--- src/uart_frame_pkg.sv ---
// serial frame format shared by the receiver RTL and its testbench
// character and bit count types plus the oversampling ratio of the baud tick

package uart_frame_pkg;

  // ------------------------------------------------------------------------
  // types
  // ------------------------------------------------------------------------

  // received character, bit 7 reads zero in 7-bit mode
  typedef logic [7:0] data_t;

  // number of bits sampled in one frame, data plus parity
  typedef logic [3:0] bit_cnt_t;

  // ------------------------------------------------------------------------
  // format constants
  // ------------------------------------------------------------------------

  localparam int OVERSAMPLE = 16;  // baud ticks per bit period

  localparam bit_cnt_t DATA_BITS_7 = 4'd7;
  localparam bit_cnt_t DATA_BITS_8 = 4'd8;

endpackage

--- src/uart_rx_pkg.sv ---
// receiver-internal definitions, used by the frame state machine only
// tick positions inside a bit period and the frame states

package uart_rx_pkg;

  // position within one bit period, counts baud ticks
  typedef logic [3:0] sample_cnt_t;

  typedef enum logic [1:0] {
    rx_idle,       // waiting for a start bit
    rx_data_bits,  // shifting in data and parity
    rx_stop_bit,   // checking the stop bit
    rx_wait        // waiting for the line to go high again
  } rx_state_e;

  // ------------------------------------------------------------------------
  // tick counts within a bit
  // ------------------------------------------------------------------------
  localparam sample_cnt_t START_CONFIRM = 4'd8;   // half a bit of low line
  localparam sample_cnt_t SAMPLE_POINT  = 4'd15;  // middle of the next bit
  localparam sample_cnt_t STOP_CHECK    = 4'd14;
  localparam sample_cnt_t WAIT_LIMIT    = 4'd6;   // give up on a stuck low line

endpackage

--- src/rx_majority_filter.sv ---
// glitch filter for the raw serial line
// keeps the last three samples taken on baud_tick and outputs their majority,
// so a single bad sample never reaches the frame logic

module rx_majority_filter (
  input  logic clk,
  input  logic aresetn,
  input  logic baud_tick,
  input  logic rx,
  output logic rx_filtered
);

  logic [2:0] history;  // newest sample in bit 2

  always_ff @(posedge clk or negedge aresetn)
  begin
    if (!aresetn)
    begin
      history <= 3'b111;  // idle line is high
    end
    else if (baud_tick)
    begin
      history <= {rx, history[2:1]};
    end
  end

  // two out of three
  always_comb
  begin
    rx_filtered = (history[0] & history[1]) |
                  (history[1] & history[2]) |
                  (history[0] & history[2]);
  end

endmodule

--- src/rx_frame_fsm.sv ---
// frame state machine of the receiver
// finds the start bit, samples data and parity bits in mid-bit, checks the stop
// bit and waits for the line to return high. result pulses are single cycles
// aligned to baud_tick

module rx_frame_fsm
  import uart_frame_pkg::*, uart_rx_pkg::*;
(
  input  logic  clk,
  input  logic  aresetn,
  input  logic  baud_tick,
  input  logic  rx_filtered,
  input  logic  bit8,
  input  logic  parity_en,
  output logic  frame_start,
  output logic  bit_sample,
  output logic  parity_slot,
  output logic  frame_done,
  output data_t frame_data,
  output logic  stop_bad
);

  rx_state_e   state;
  sample_cnt_t tick_cnt;  // ticks into the current bit
  bit_cnt_t    bit_cnt;   // bits sampled so far
  bit_cnt_t    last_bit;  // total bits in this frame, data plus parity
  logic        par_q;     // parity enabled for this frame
  logic [8:0]  shift_q;   // newest bit enters at the top

  logic [8:0]  aligned;
  bit_cnt_t    data_bits;

  // ------------------------------------------------------------------------
  // state, tick counter and bit counter
  // ------------------------------------------------------------------------
  always_ff @(posedge clk or negedge aresetn)
  begin
    if (!aresetn)
    begin
      state    <= rx_idle;
      tick_cnt <= '0;
      bit_cnt  <= '0;
      last_bit <= DATA_BITS_8;
      par_q    <= 1'b0;
    end
    else if (baud_tick)
    begin
      tick_cnt <= tick_cnt + 4'd1;
      case (state)
        rx_idle:
        begin
          bit_cnt <= '0;
          if (rx_filtered)
          begin
            tick_cnt <= '0;  // high line restarts the start search
          end
          else if (tick_cnt == START_CONFIRM)
          begin
            tick_cnt <= '0;
            state    <= rx_data_bits;
            last_bit <= (bit8 ? DATA_BITS_8 : DATA_BITS_7) + {3'b000, parity_en};
            par_q    <= parity_en;
          end
        end
        rx_data_bits:
        begin
          if (bit_cnt == last_bit)
            state <= rx_stop_bit;
          else if (tick_cnt == SAMPLE_POINT)
            bit_cnt <= bit_cnt + 4'd1;
        end
        rx_stop_bit:
        begin
          if (tick_cnt == SAMPLE_POINT)
            state <= rx_wait;
        end
        default:  // rx_wait
        begin
          if (rx_filtered || tick_cnt == WAIT_LIMIT)
          begin
            state    <= rx_idle;
            tick_cnt <= '0;
          end
        end
      endcase
    end
  end

  // data shift register
  always_ff @(posedge clk or negedge aresetn)
  begin
    if (!aresetn)
    begin
      shift_q <= '0;
    end
    else if (bit_sample)
    begin
      shift_q <= {rx_filtered, shift_q[8:1]};
    end
  end

  // ------------------------------------------------------------------------
  // pulses and output data
  // ------------------------------------------------------------------------
  assign frame_start = baud_tick && state == rx_idle && !rx_filtered &&
                       tick_cnt == START_CONFIRM;
  assign bit_sample  = baud_tick && state == rx_data_bits &&
                       bit_cnt != last_bit && tick_cnt == SAMPLE_POINT;
  assign parity_slot = bit_sample && par_q && (bit_cnt + 4'd1 == last_bit);
  assign frame_done  = baud_tick && state == rx_data_bits && bit_cnt == last_bit;
  assign stop_bad    = baud_tick && state == rx_stop_bit &&
                       tick_cnt == STOP_CHECK && !rx_filtered;

  // first data bit down to bit 0, parity bit lands above the data
  assign aligned   = shift_q >> (4'd9 - last_bit);
  assign data_bits = last_bit - {3'b000, par_q};
  assign frame_data = {aligned[7] & (data_bits != DATA_BITS_7), aligned[6:0]};

endmodule

--- src/rx_parity_check.sv ---
// parity checker running next to the frame state machine
// folds every sampled data bit into a running parity and compares it with the
// parity bit when that one is sampled

module rx_parity_check (
  input  logic clk,
  input  logic aresetn,
  input  logic odd_n_even,
  input  logic rx_filtered,
  input  logic frame_start,
  input  logic bit_sample,
  input  logic parity_slot,
  output logic parity_bad
);

  logic running;  // xor of data bits seen in this frame

  always_ff @(posedge clk or negedge aresetn)
  begin
    if (!aresetn)
    begin
      running    <= 1'b0;
      parity_bad <= 1'b0;
    end
    else
    begin
      parity_bad <= 1'b0;
      if (frame_start)
      begin
        running <= 1'b0;
      end
      else if (bit_sample && !parity_slot)
      begin
        running <= running ^ rx_filtered;
      end
      else if (bit_sample && parity_slot)
      begin
        // even: total ones must be even, odd: must be odd
        parity_bad <= running ^ rx_filtered ^ odd_n_even;
      end
    end
  end

endmodule

--- src/rx_status_regs.sv ---
// status registers of the receiver
// holds the received byte and the sticky full, overflow, parity and framing
// flags. a set on the same cycle as its clear wins

module rx_status_regs
  import uart_frame_pkg::*;
(
  input  logic  clk,
  input  logic  aresetn,
  input  logic  frame_done,
  input  data_t frame_data,
  input  logic  parity_bad,
  input  logic  stop_bad,
  input  logic  read_rx_byte,
  input  logic  clear_parity,
  input  logic  clear_framing_error,
  output data_t rx_byte,
  output logic  receive_full,
  output logic  overflow,
  output logic  parity_err,
  output logic  framing_error
);

  // ------------------------------------------------------------------------
  // byte register and handshake
  // ------------------------------------------------------------------------
  always_ff @(posedge clk or negedge aresetn)
  begin
    if (!aresetn)
    begin
      rx_byte      <= '0;
      receive_full <= 1'b0;
      overflow     <= 1'b0;
    end
    else
    begin
      if (read_rx_byte)
      begin
        receive_full <= 1'b0;
        overflow     <= 1'b0;
      end
      if (frame_done)
      begin
        if (!receive_full)
        begin
          rx_byte      <= frame_data;
          receive_full <= 1'b1;
        end
        else
        begin
          overflow <= 1'b1;  // unread byte is kept
        end
      end
    end
  end

  // ------------------------------------------------------------------------
  // error flags
  // ------------------------------------------------------------------------
  always_ff @(posedge clk or negedge aresetn)
  begin
    if (!aresetn)
    begin
      parity_err    <= 1'b0;
      framing_error <= 1'b0;
    end
    else
    begin
      if (parity_bad)
        parity_err <= 1'b1;
      else if (clear_parity)
        parity_err <= 1'b0;

      if (stop_bad)
        framing_error <= 1'b1;
      else if (clear_framing_error)
        framing_error <= 1'b0;
    end
  end

endmodule

--- src/uart_rx.sv ---
// top level of the oversampled serial receiver
// the filtered line feeds the frame machine and the parity checker side by
// side, the status block merges their results into the byte and flags

module uart_rx
  import uart_frame_pkg::*;
(
  input  logic  clk,
  input  logic  aresetn,
  input  logic  baud_tick,            // 16 ticks per bit
  input  logic  rx,
  input  logic  bit8,
  input  logic  parity_en,
  input  logic  odd_n_even,
  input  logic  read_rx_byte,
  input  logic  clear_parity,
  input  logic  clear_framing_error,
  output data_t rx_byte,
  output logic  receive_full,
  output logic  overflow,
  output logic  parity_err,
  output logic  framing_error
);

  logic  rx_filtered;
  logic  frame_start;
  logic  bit_sample;
  logic  parity_slot;
  logic  frame_done;
  data_t frame_data;
  logic  stop_bad;
  logic  parity_bad;

  rx_majority_filter i_filter (
    .clk         (clk),
    .aresetn     (aresetn),
    .baud_tick   (baud_tick),
    .rx          (rx),
    .rx_filtered (rx_filtered)
  );

  rx_frame_fsm i_frame (
    .clk         (clk),
    .aresetn     (aresetn),
    .baud_tick   (baud_tick),
    .rx_filtered (rx_filtered),
    .bit8        (bit8),
    .parity_en   (parity_en),
    .frame_start (frame_start),
    .bit_sample  (bit_sample),
    .parity_slot (parity_slot),
    .frame_done  (frame_done),
    .frame_data  (frame_data),
    .stop_bad    (stop_bad)
  );

  rx_parity_check i_parity (
    .clk         (clk),
    .aresetn     (aresetn),
    .odd_n_even  (odd_n_even),
    .rx_filtered (rx_filtered),
    .frame_start (frame_start),
    .bit_sample  (bit_sample),
    .parity_slot (parity_slot),
    .parity_bad  (parity_bad)
  );

  rx_status_regs i_status (
    .clk                 (clk),
    .aresetn             (aresetn),
    .frame_done          (frame_done),
    .frame_data          (frame_data),
    .parity_bad          (parity_bad),
    .stop_bad            (stop_bad),
    .read_rx_byte        (read_rx_byte),
    .clear_parity        (clear_parity),
    .clear_framing_error (clear_framing_error),
    .rx_byte             (rx_byte),
    .receive_full        (receive_full),
    .overflow            (overflow),
    .parity_err          (parity_err),
    .framing_error       (framing_error)
  );

endmodule

--- config.mk ---
export PLATFORM = sky130hd
export DESIGN_NAME = uart_rx
export DESIGN_NICKNAME = d
export VERILOG_FILES = /design/src/uart_frame_pkg.sv /design/src/uart_rx_pkg.sv /design/src/rx_majority_filter.sv /design/src/rx_frame_fsm.sv /design/src/rx_parity_check.sv /design/src/rx_status_regs.sv /design/src/uart_rx.sv
export SDC_FILE = /design/constraint.sdc
export NUM_CORES = 1
export LEC_CHECK = 0
export BUFFER_PORTS_ARGS = -buffer_cell sky130_fd_sc_hd__buf_2
export CORE_AREA = 10 10 76 78
export CTS_BUF_LIST = sky130_fd_sc_hd__clkbuf_4 sky130_fd_sc_hd__clkbuf_8 sky130_fd_sc_hd__clkbuf_16
export DETAILED_ROUTE_END_ITERATION = 8
export DIE_AREA = 0 0 86 88
export GPL_ROUTABILITY_DRIVEN = 0
export PLACE_DENSITY = 0.71
export SYNTH_ARGS = -nofsm -noshare
export SYNTH_HDL_FRONTEND = slang
export SYNTH_SLANG_ARGS = --single-unit
--- constraint.sdc ---
create_clock -name clk -period 2.16 [get_ports clk]
set_clock_uncertainty 0.15 [all_clocks]
set_input_delay 0 -clock clk [delete_from_list [all_inputs] [get_ports clk]]
set_output_delay 0 -clock clk [all_outputs]
set_load 0.03 [all_outputs]
==> results of run 1 <==
[placed cells by master, fill, tap and decap left out, types with 2 or more instances in the layout]
cell	count
o21ai_0	5
inv_1	16
dlygate4sd3_1	10
ha_1	13
mux2_2	13
xnor2_1	2
a22o_1	2
nand2_1	12
xor2_1	5
o21a_1	7
nor2_1	6
nor3_1	5
and2_1	2
nand3_1	7
a21oi_1	3
dfrtp_1	36
mux2i_1	11
nand3b_1	4
mux2_1	2
o22ai_1	2
clkbuf_8	6
dfstp_2	4
o221ai_1	7
buf_4	7
buf_2	21
nand4_1	2
[final timing paths]
check	start	to	slack [ps]	cells past startpoint
max in group asynchronous	aresetn	i_status.framing_error	1080	2
max reg2reg	i_frame.last_bit[2]	i_frame.state[1]	100	4
min	aresetn	i_frame.last_bit[0]	230	2
max	i_frame.last_bit[2]	i_frame.state[1]	100	4
min reg2reg	i_parity.parity_bad	i_status.parity_err	290	1
min in group clk	clear_framing_error	i_status.framing_error	280	3
[sequential cells by signal (all words and copies together), names as in the netlist]
signal,flops
i_status.overflow,1
i_frame.last_bit,3
i_parity.parity_bad,1
i_frame.tick_cnt,4
i_filter.history,3
i_frame.state,2
i_status.rx_byte,8
i_parity.running,1
i_status.receive_full,1
i_frame.bit_cnt,4
i_status.parity_err,1
i_frame.par_q,1
i_status.framing_error,1
i_frame.shift_q,9
[where the power goes]
part,internal [W],switching (W),leakage [nW]
combinational,0.000504,0.000671,0.657
clock,0.000272,0.000261,0.0479
sequential,0.000940,0.000167,0.518
total,0.00172,0.00110,1.22
[metal layers]
metal | vias to the layer above | GRT usage, %
met5 | - | 0
met4 | 0 | 4.94
met3 | 5 | 2.79
met2 | 24 | 18.5
met1 | 764 | 15.1
li1 | 775 | -
[kinds of logic after synthesis]
group	after synthesis	synth area share (%)
buffers and inverters	22	4.53
xor gates and xnor gates	7	2.81
DFF	40	46.1
muxes	26	12.8
adders and majority gates	14	7.91
and+or+nand+nor	46	12.3
AOI/OAI and AO/OA	38	13.6
[repair_timing]
item,CTS,global route
hold endpoints to repair,51,0
gates resized for setup,0,2
endpoints found under the setup margin,0,7
hold buffers,10,0
[area by class of cell]
cell class                      count  share of cell area (%)
Tap cell                           52                    2.52
Inverter                           16                    2.33
Clock inverter                      1                   0.291
Sequential cell                    40                    39.0
Multi-Input combinational cell    131                    42.0
Timing Repair Buffer               39                    10.4
Clock buffer                        7                    3.49
[stage by stage]
stage | setup slack [ps] | utilization, % | instances
finish | 99.7 | 60.1 | 286
global route | 21.7 | 60.1 | 286
CTS | 34.4 | 59.9 | 286
detailed placement | 86.5 | 55.3 | 268
global placement | 127 | 55.3 | 268
floorplan | 24.9 | - | 193
==> metrics.yaml, run 1 <==
final_layout:
  finalInstanceArea_um2: 2580
  insertedDiodeCount: 0
  drive_gt1_share_pct: 26.9
  area.growth.synth_to_final_pct: 18.3
  multi_input_area_um2: 1080
  seq_area_um2: 1010
  nets: 256
  fillers: 366
detailed_routing:
  via_per_inst: 5.48
  maxUsedRoutingLayer: "met4"
  totalWireLength_um: 4220
  wl_met2_um: 1940
  via_count: 1568
  drt-wirelength-per-cell_um: 14.7
  drcViolationCount: 0
  drtIter0Drc: 75
  wl_met1_um: 2100
  ant_nets: 0
  first_pass_iters: 4
  dr_wl_met3_um: 127
worst_setup_path:
  crit_required_ps: 2190
  slowest_stage: "dfrtp_1"
  cpPeakStageDelay_ps: 390
  path_max_fanout: 6
  cp.arrival_ps: 2090
  cp-end-kind: "flop"
  path_buf_inv: 0
  worst_setup_path_start_kind: "flop"
  crit_chain: "or3_4, a211o_4, a211oi_2, mux2_2"
  critPathKind: "flop to flop"
  crit_family: "compound AO/OA/AOI/OAI gates"
logic_synthesis:
  synth_edf_count: 0
  async_flop_share_pct: 100
  yosysTopAreaCell: "dfrtp_1"
  seq_area_frac_synth_pct: 46.1
  synth_cells: 193
  syn_area_um2: 2180
  synth.top_cell.area_share_pct: 41.3
  synthTopCellsByArea: "dfrtp_1 (41%), ha_1 (7.4%), mux2_2 (6.7%)"
  avgSynthCellArea_um2: 11.3
  ys.flop_type: "dfrtp_1"
  ys_ff_latch: 40
  ys_warn_count: 0
  synth_common_cells: "dfrtp_1 (36), inv_1 (16), ha_1 (13), mux2_2 (13), nand2_1 (12)"
  synthDistinctLibCells: 47
  synth_fp_nets: 216
  yosysMostFrequentCell: "dfrtp_1"
global_routing:
  grt_first_pass_wirelength_um: 7270
  grt_max_degree: 41
  grt_overflow: 0
  antenna_found_initial: 0
  grt_pass1_vias: 1560
  track_usage_pct: 11.8
clock_tree:
  root_buffer: "clkbuf_8"
  cts_tree: "built"
  htree_levels: 2
  clk_pin_slew_ps: 80
  cts_num_sinks: 40
  cts_setup_buffers: 0
  cts_buffer_depth: 2
  cts_buffers: 5
  clock_latency_ps: 290
die:
  die_w_um: 86
  coreArea_um2: 4290
  io_pins: 22
  initial_core_util_pct: 50.8
  fp.dieH_um: 88
  rows: 24
  die-area_um2: 7570
placement:
  hpwlAfterDp_um: 3080
  port_buffers: 21
  placed_cell_area_um2: 2370
sta:
  drv_slew: 0
  relSlewSlack_pct: 41.2
  hold_viol: 0
  fin_setup_tns_ps: 0
  timing.fmax_mhz: 485
  rsz0062_at_grt: "no"
  holdWs_ps: 229
  fin_crit_sh_pct: 95.4
  tightest_slew_ps: 883
  layout_min_cycle_time_ps: 2060
  setup_viol: 0
run:
  maxCapViolations: 0
min_path:
  hp-class: "primary input to asynchronous set/reset pin"
pwr:
  irDropWorstVdd_mv: 0.621
  leakage_nw: 1.22
  p_per_area_nw_per_um2: 1090
  total_power_w: 0.00281
outcome:
  status: "complete, no violations"
Note: power is estimated with default switching activity, not from simulation.
==> inputs of run 2 (changes only) <==
--- a/config.mk
+++ b/config.mk
@@ -6,12 +6,12 @@
 export NUM_CORES = 1
 export LEC_CHECK = 0
 export BUFFER_PORTS_ARGS = -buffer_cell sky130_fd_sc_hd__buf_2
-export CORE_AREA = 10 10 76 78
-export CTS_BUF_LIST = sky130_fd_sc_hd__clkbuf_4 sky130_fd_sc_hd__clkbuf_8 sky130_fd_sc_hd__clkbuf_16
+export CORE_AREA = 10 10 75 77
+export CTS_BUF_LIST = sky130_fd_sc_hd__clkbuf_8
 export DETAILED_ROUTE_END_ITERATION = 8
-export DIE_AREA = 0 0 86 88
+export DIE_AREA = 0 0 85 87
 export GPL_ROUTABILITY_DRIVEN = 0
-export PLACE_DENSITY = 0.71
+export PLACE_DENSITY = 0.73
 export SYNTH_ARGS = -nofsm -noshare
 export SYNTH_HDL_FRONTEND = slang
 export SYNTH_SLANG_ARGS = --single-unit
==> run 2 against run 1 <==
Compared with the run above:
- sequential share of layout area decreased by 0.52 points
- first-iteration DRC count down 6.7%
- final cell count increased by 0.70%
- highest routed layer unchanged
- register-to-register slack got worse by 30 ps
- wire length grew 4.7%
- worst hold slack worse by 27 ps
==> metrics.yaml, run 2 (synthesis gave the netlist of run 1 again) <==
outcome:
  status: "complete, no violations"  # unchanged
sta:
  relSlewSlack_pct: 41.7  # was 41.2%
  drv_slew: 0  # unchanged
  timing.fmax_mhz: 477  # was 485 MHz
  fin_setup_tns_ps: 0  # unchanged
  tightest_slew_ps: 875  # was 883 ps
  layout_min_cycle_time_ps: 2090  # was 2060 ps
  setup_viol: 0  # unchanged
  hold_viol: 0  # unchanged
  fin_crit_sh_pct: 97.0  # was 95.4%
  rsz0062_at_grt: "no"  # unchanged
run:
  maxCapViolations: 0  # unchanged
worst_setup_path:
  crit_path_end: "i_status.rx_byte[7]"  # was i_frame.state[1]
  r2r_start: "i_frame.last_bit[2]"  # unchanged
  reg2regPathDepth: 5  # was 4
  cp.arrival_ps: 2130  # was 2090 ps
  r2r-end: "i_status.rx_byte[7]"  # was i_frame.state[1]
  cp-end-kind: "flop"  # unchanged
  worst_setup_path_start_kind: "flop"  # unchanged
  reg2reg_slack_ps: 70  # was 100 ps
  path_max_fanout: 10  # was 6
  crit_required_ps: 2200  # was 2190 ps
  critPathKind: "flop to flop"  # unchanged
  startpoint: "i_frame.last_bit[2]"  # unchanged
global_routing:
  grt_max_degree: 41  # unchanged
  grt_overflow: 0  # unchanged
  grt_first_pass_wirelength_um: 7460  # was 7270 um
  grt_pass1_vias: 1626  # was 1560
  use_met3_pct: 3.65  # was 2.79%
  use_met1_pct: 14.2  # was 15.1%
  grt_util_met2_pct: 20.4  # was 18.5%
  antenna_found_initial: 0  # unchanged
  grt-busiest-layer: "met2"  # unchanged
  track_usage_pct: 12.2  # was 11.8%
min_path:
  hp-class: "primary input to asynchronous set/reset pin"  # unchanged
final_layout:
  final_cell_mix: "dfrtp_1 (36), buf_2 (21), inv_1 (16)"  # unchanged
  drive_gt1_share_pct: 27.1  # was 26.9%
  mostFrequentLayoutCell: "dfrtp_1"  # unchanged
  top_regs: "i_frame.shift_q (9), i_status.rx_byte (8)"  # unchanged
  fillers: 342  # was 366
  area.growth.synth_to_final_pct: 19.9  # was 18.3%
  finalInstanceArea_um2: 2620  # was 2580 um^2
  regMostFlops: "i_frame.shift_q"  # unchanged
  seq_area_um2: 1010  # unchanged
  multi_input_area_um2: 1080  # about the same
  largest_reg_flops: 9  # unchanged
  nets: 258  # was 256
  insertedDiodeCount: 0  # unchanged
pwr:
  clkPwrFrac_pct: 21.3  # was 18.9%
  internal_power_w: 0.00180  # was 0.00172 W
  total_power_w: 0.00294  # was 0.00281 W
  p_per_area_nw_per_um2: 1120  # was 1090 nW/um^2
  leakage_nw: 1.24  # was 1.22 nW
  p_sw_w: 0.00114  # was 0.00110 W
  sequentialPowerShare_pct: 37.7  # was 39.3%
  irDropWorstVdd_mv: 0.622  # was 0.621 mV
  combPwrFrac_pct: 41.0  # was 41.8%
  p_sw_share_pct: 38.7  # was 39.0%
die:
  initial_core_util_pct: 51.6  # was 50.8%
  die-area_um2: 7400  # was 7570 um^2
  rows: 24  # unchanged
  io_pins: 22  # unchanged
  die_w_um: 85  # was 86 um
  fp.dieH_um: 87  # was 88 um
  coreArea_um2: 4230  # was 4290 um^2
clock_tree:
  clk_pin_slew_ps: 80  # about the same
  cts_resized: 0  # unchanged
  clock_latency_ps: 290  # about the same
  cts_tree: "built"  # unchanged
  htree_levels: 2  # unchanged
  root_buffer: "clkbuf_8"  # unchanged
  cts_buffers: 5  # unchanged
  cts_num_sinks: 40  # unchanged
  cts_buffer_depth: 2  # unchanged
detailed_routing:
  drtIter0Drc: 70  # was 75
  first_pass_iters: 4  # unchanged
  via_count: 1620  # was 1568
  drcViolationCount: 0  # unchanged
  via_per_inst: 5.63  # was 5.48
  ant_nets: 0  # unchanged
  drt-wirelength-per-cell_um: 15.3  # was 14.7 um
  totalWireLength_um: 4420  # was 4220 um
placement:
  placed_cell_area_um2: 2380  # was 2370 um^2
  port_buffers: 21  # unchanged
  hpwlAfterDp_um: 3130  # was 3080 um
[run 2: cell types whose count changed in the layout (fill, tap and decap cells not counted), sizes merged]
cell / previous run / this run
inv: 16 / 17
clkbuf: 7 / 5
bufinv: 0 / 1
buf: 29 / 31
[run 2: routing by layer]
layer | wire length (um) | vias up
met5 | 0 | -
met4 | 74 | 0
met3 | 175 | 5
met2 | 2110 | 27
met1 | 2060 | 807
li1 | - | 781
[run 2: stage by stage]
stage | hold slack (ps) | worst slack (ps) | util, % | cells
4_1_cts | 233 | 15.2 | 61.3 | 287
5_1_grt | 287 | 30.7 | 61.8 | 288
3_5_place_dp | 18.5 | -22.3 | 56.3 | 269
3_3_place_gp | 20.7 | 17.3 | 56.3 | 269
2_1_floorplan | -446 | 24.9 | - | 193
6_report | 202 | 65.1 | 61.8 | 288
[run 2: power by group through the flow]
stage          Clock, W  Sequential [W]  Combinational (W)
2_1_floorplan         0         0.00120           0.000788
3_3_place_gp          0         0.00111            0.00115
3_5_place_dp          0         0.00112            0.00118
4_1_cts        0.000643         0.00111            0.00120
5_1_grt        0.000672         0.00114            0.00132
6_report       0.000626         0.00111            0.00121
[run 2: cell type report]
class / count / share of cell area, %
clock buffer: 5 / 2.63
clock inverter: 3 / 1.77
inverter: 16 / 2.29
multi-input combinational: 131 / 41.2
sequential: 40 / 38.4
tap: 52 / 2.49
timing repair buffer: 41 / 11.2
[run 2: critical path, cell delays in order, from the launching register on]
cell	delay (ps)
dfrtp_1	390
or3_4	390
a211o_4	380
nor3_4	210
buf_12	150
mux2_2	320
[run 2: worst min-delay path by stage]
stage	startpoint	end	slack [ps]	cells past startpoint
finish	aresetn	i_frame.shift_q[1]	200	2
global route	aresetn	i_frame.shift_q[3]	290	2
CTS	aresetn	i_frame.shift_q[3]	230	2
detailed placement	aresetn	i_frame.shift_q[1]	20	1
global placement	aresetn	i_frame.shift_q[0]	20	1
floorplan	aresetn	i_frame.bit_cnt[0]	-450	0
[run 2: timing repair]
item,in CTS,in global routing
buffers inserted,0,1
setup endpoints to repair,1,7
hold endpoints to repair,51,0
hold buffers,10,0
pin swaps,1,1
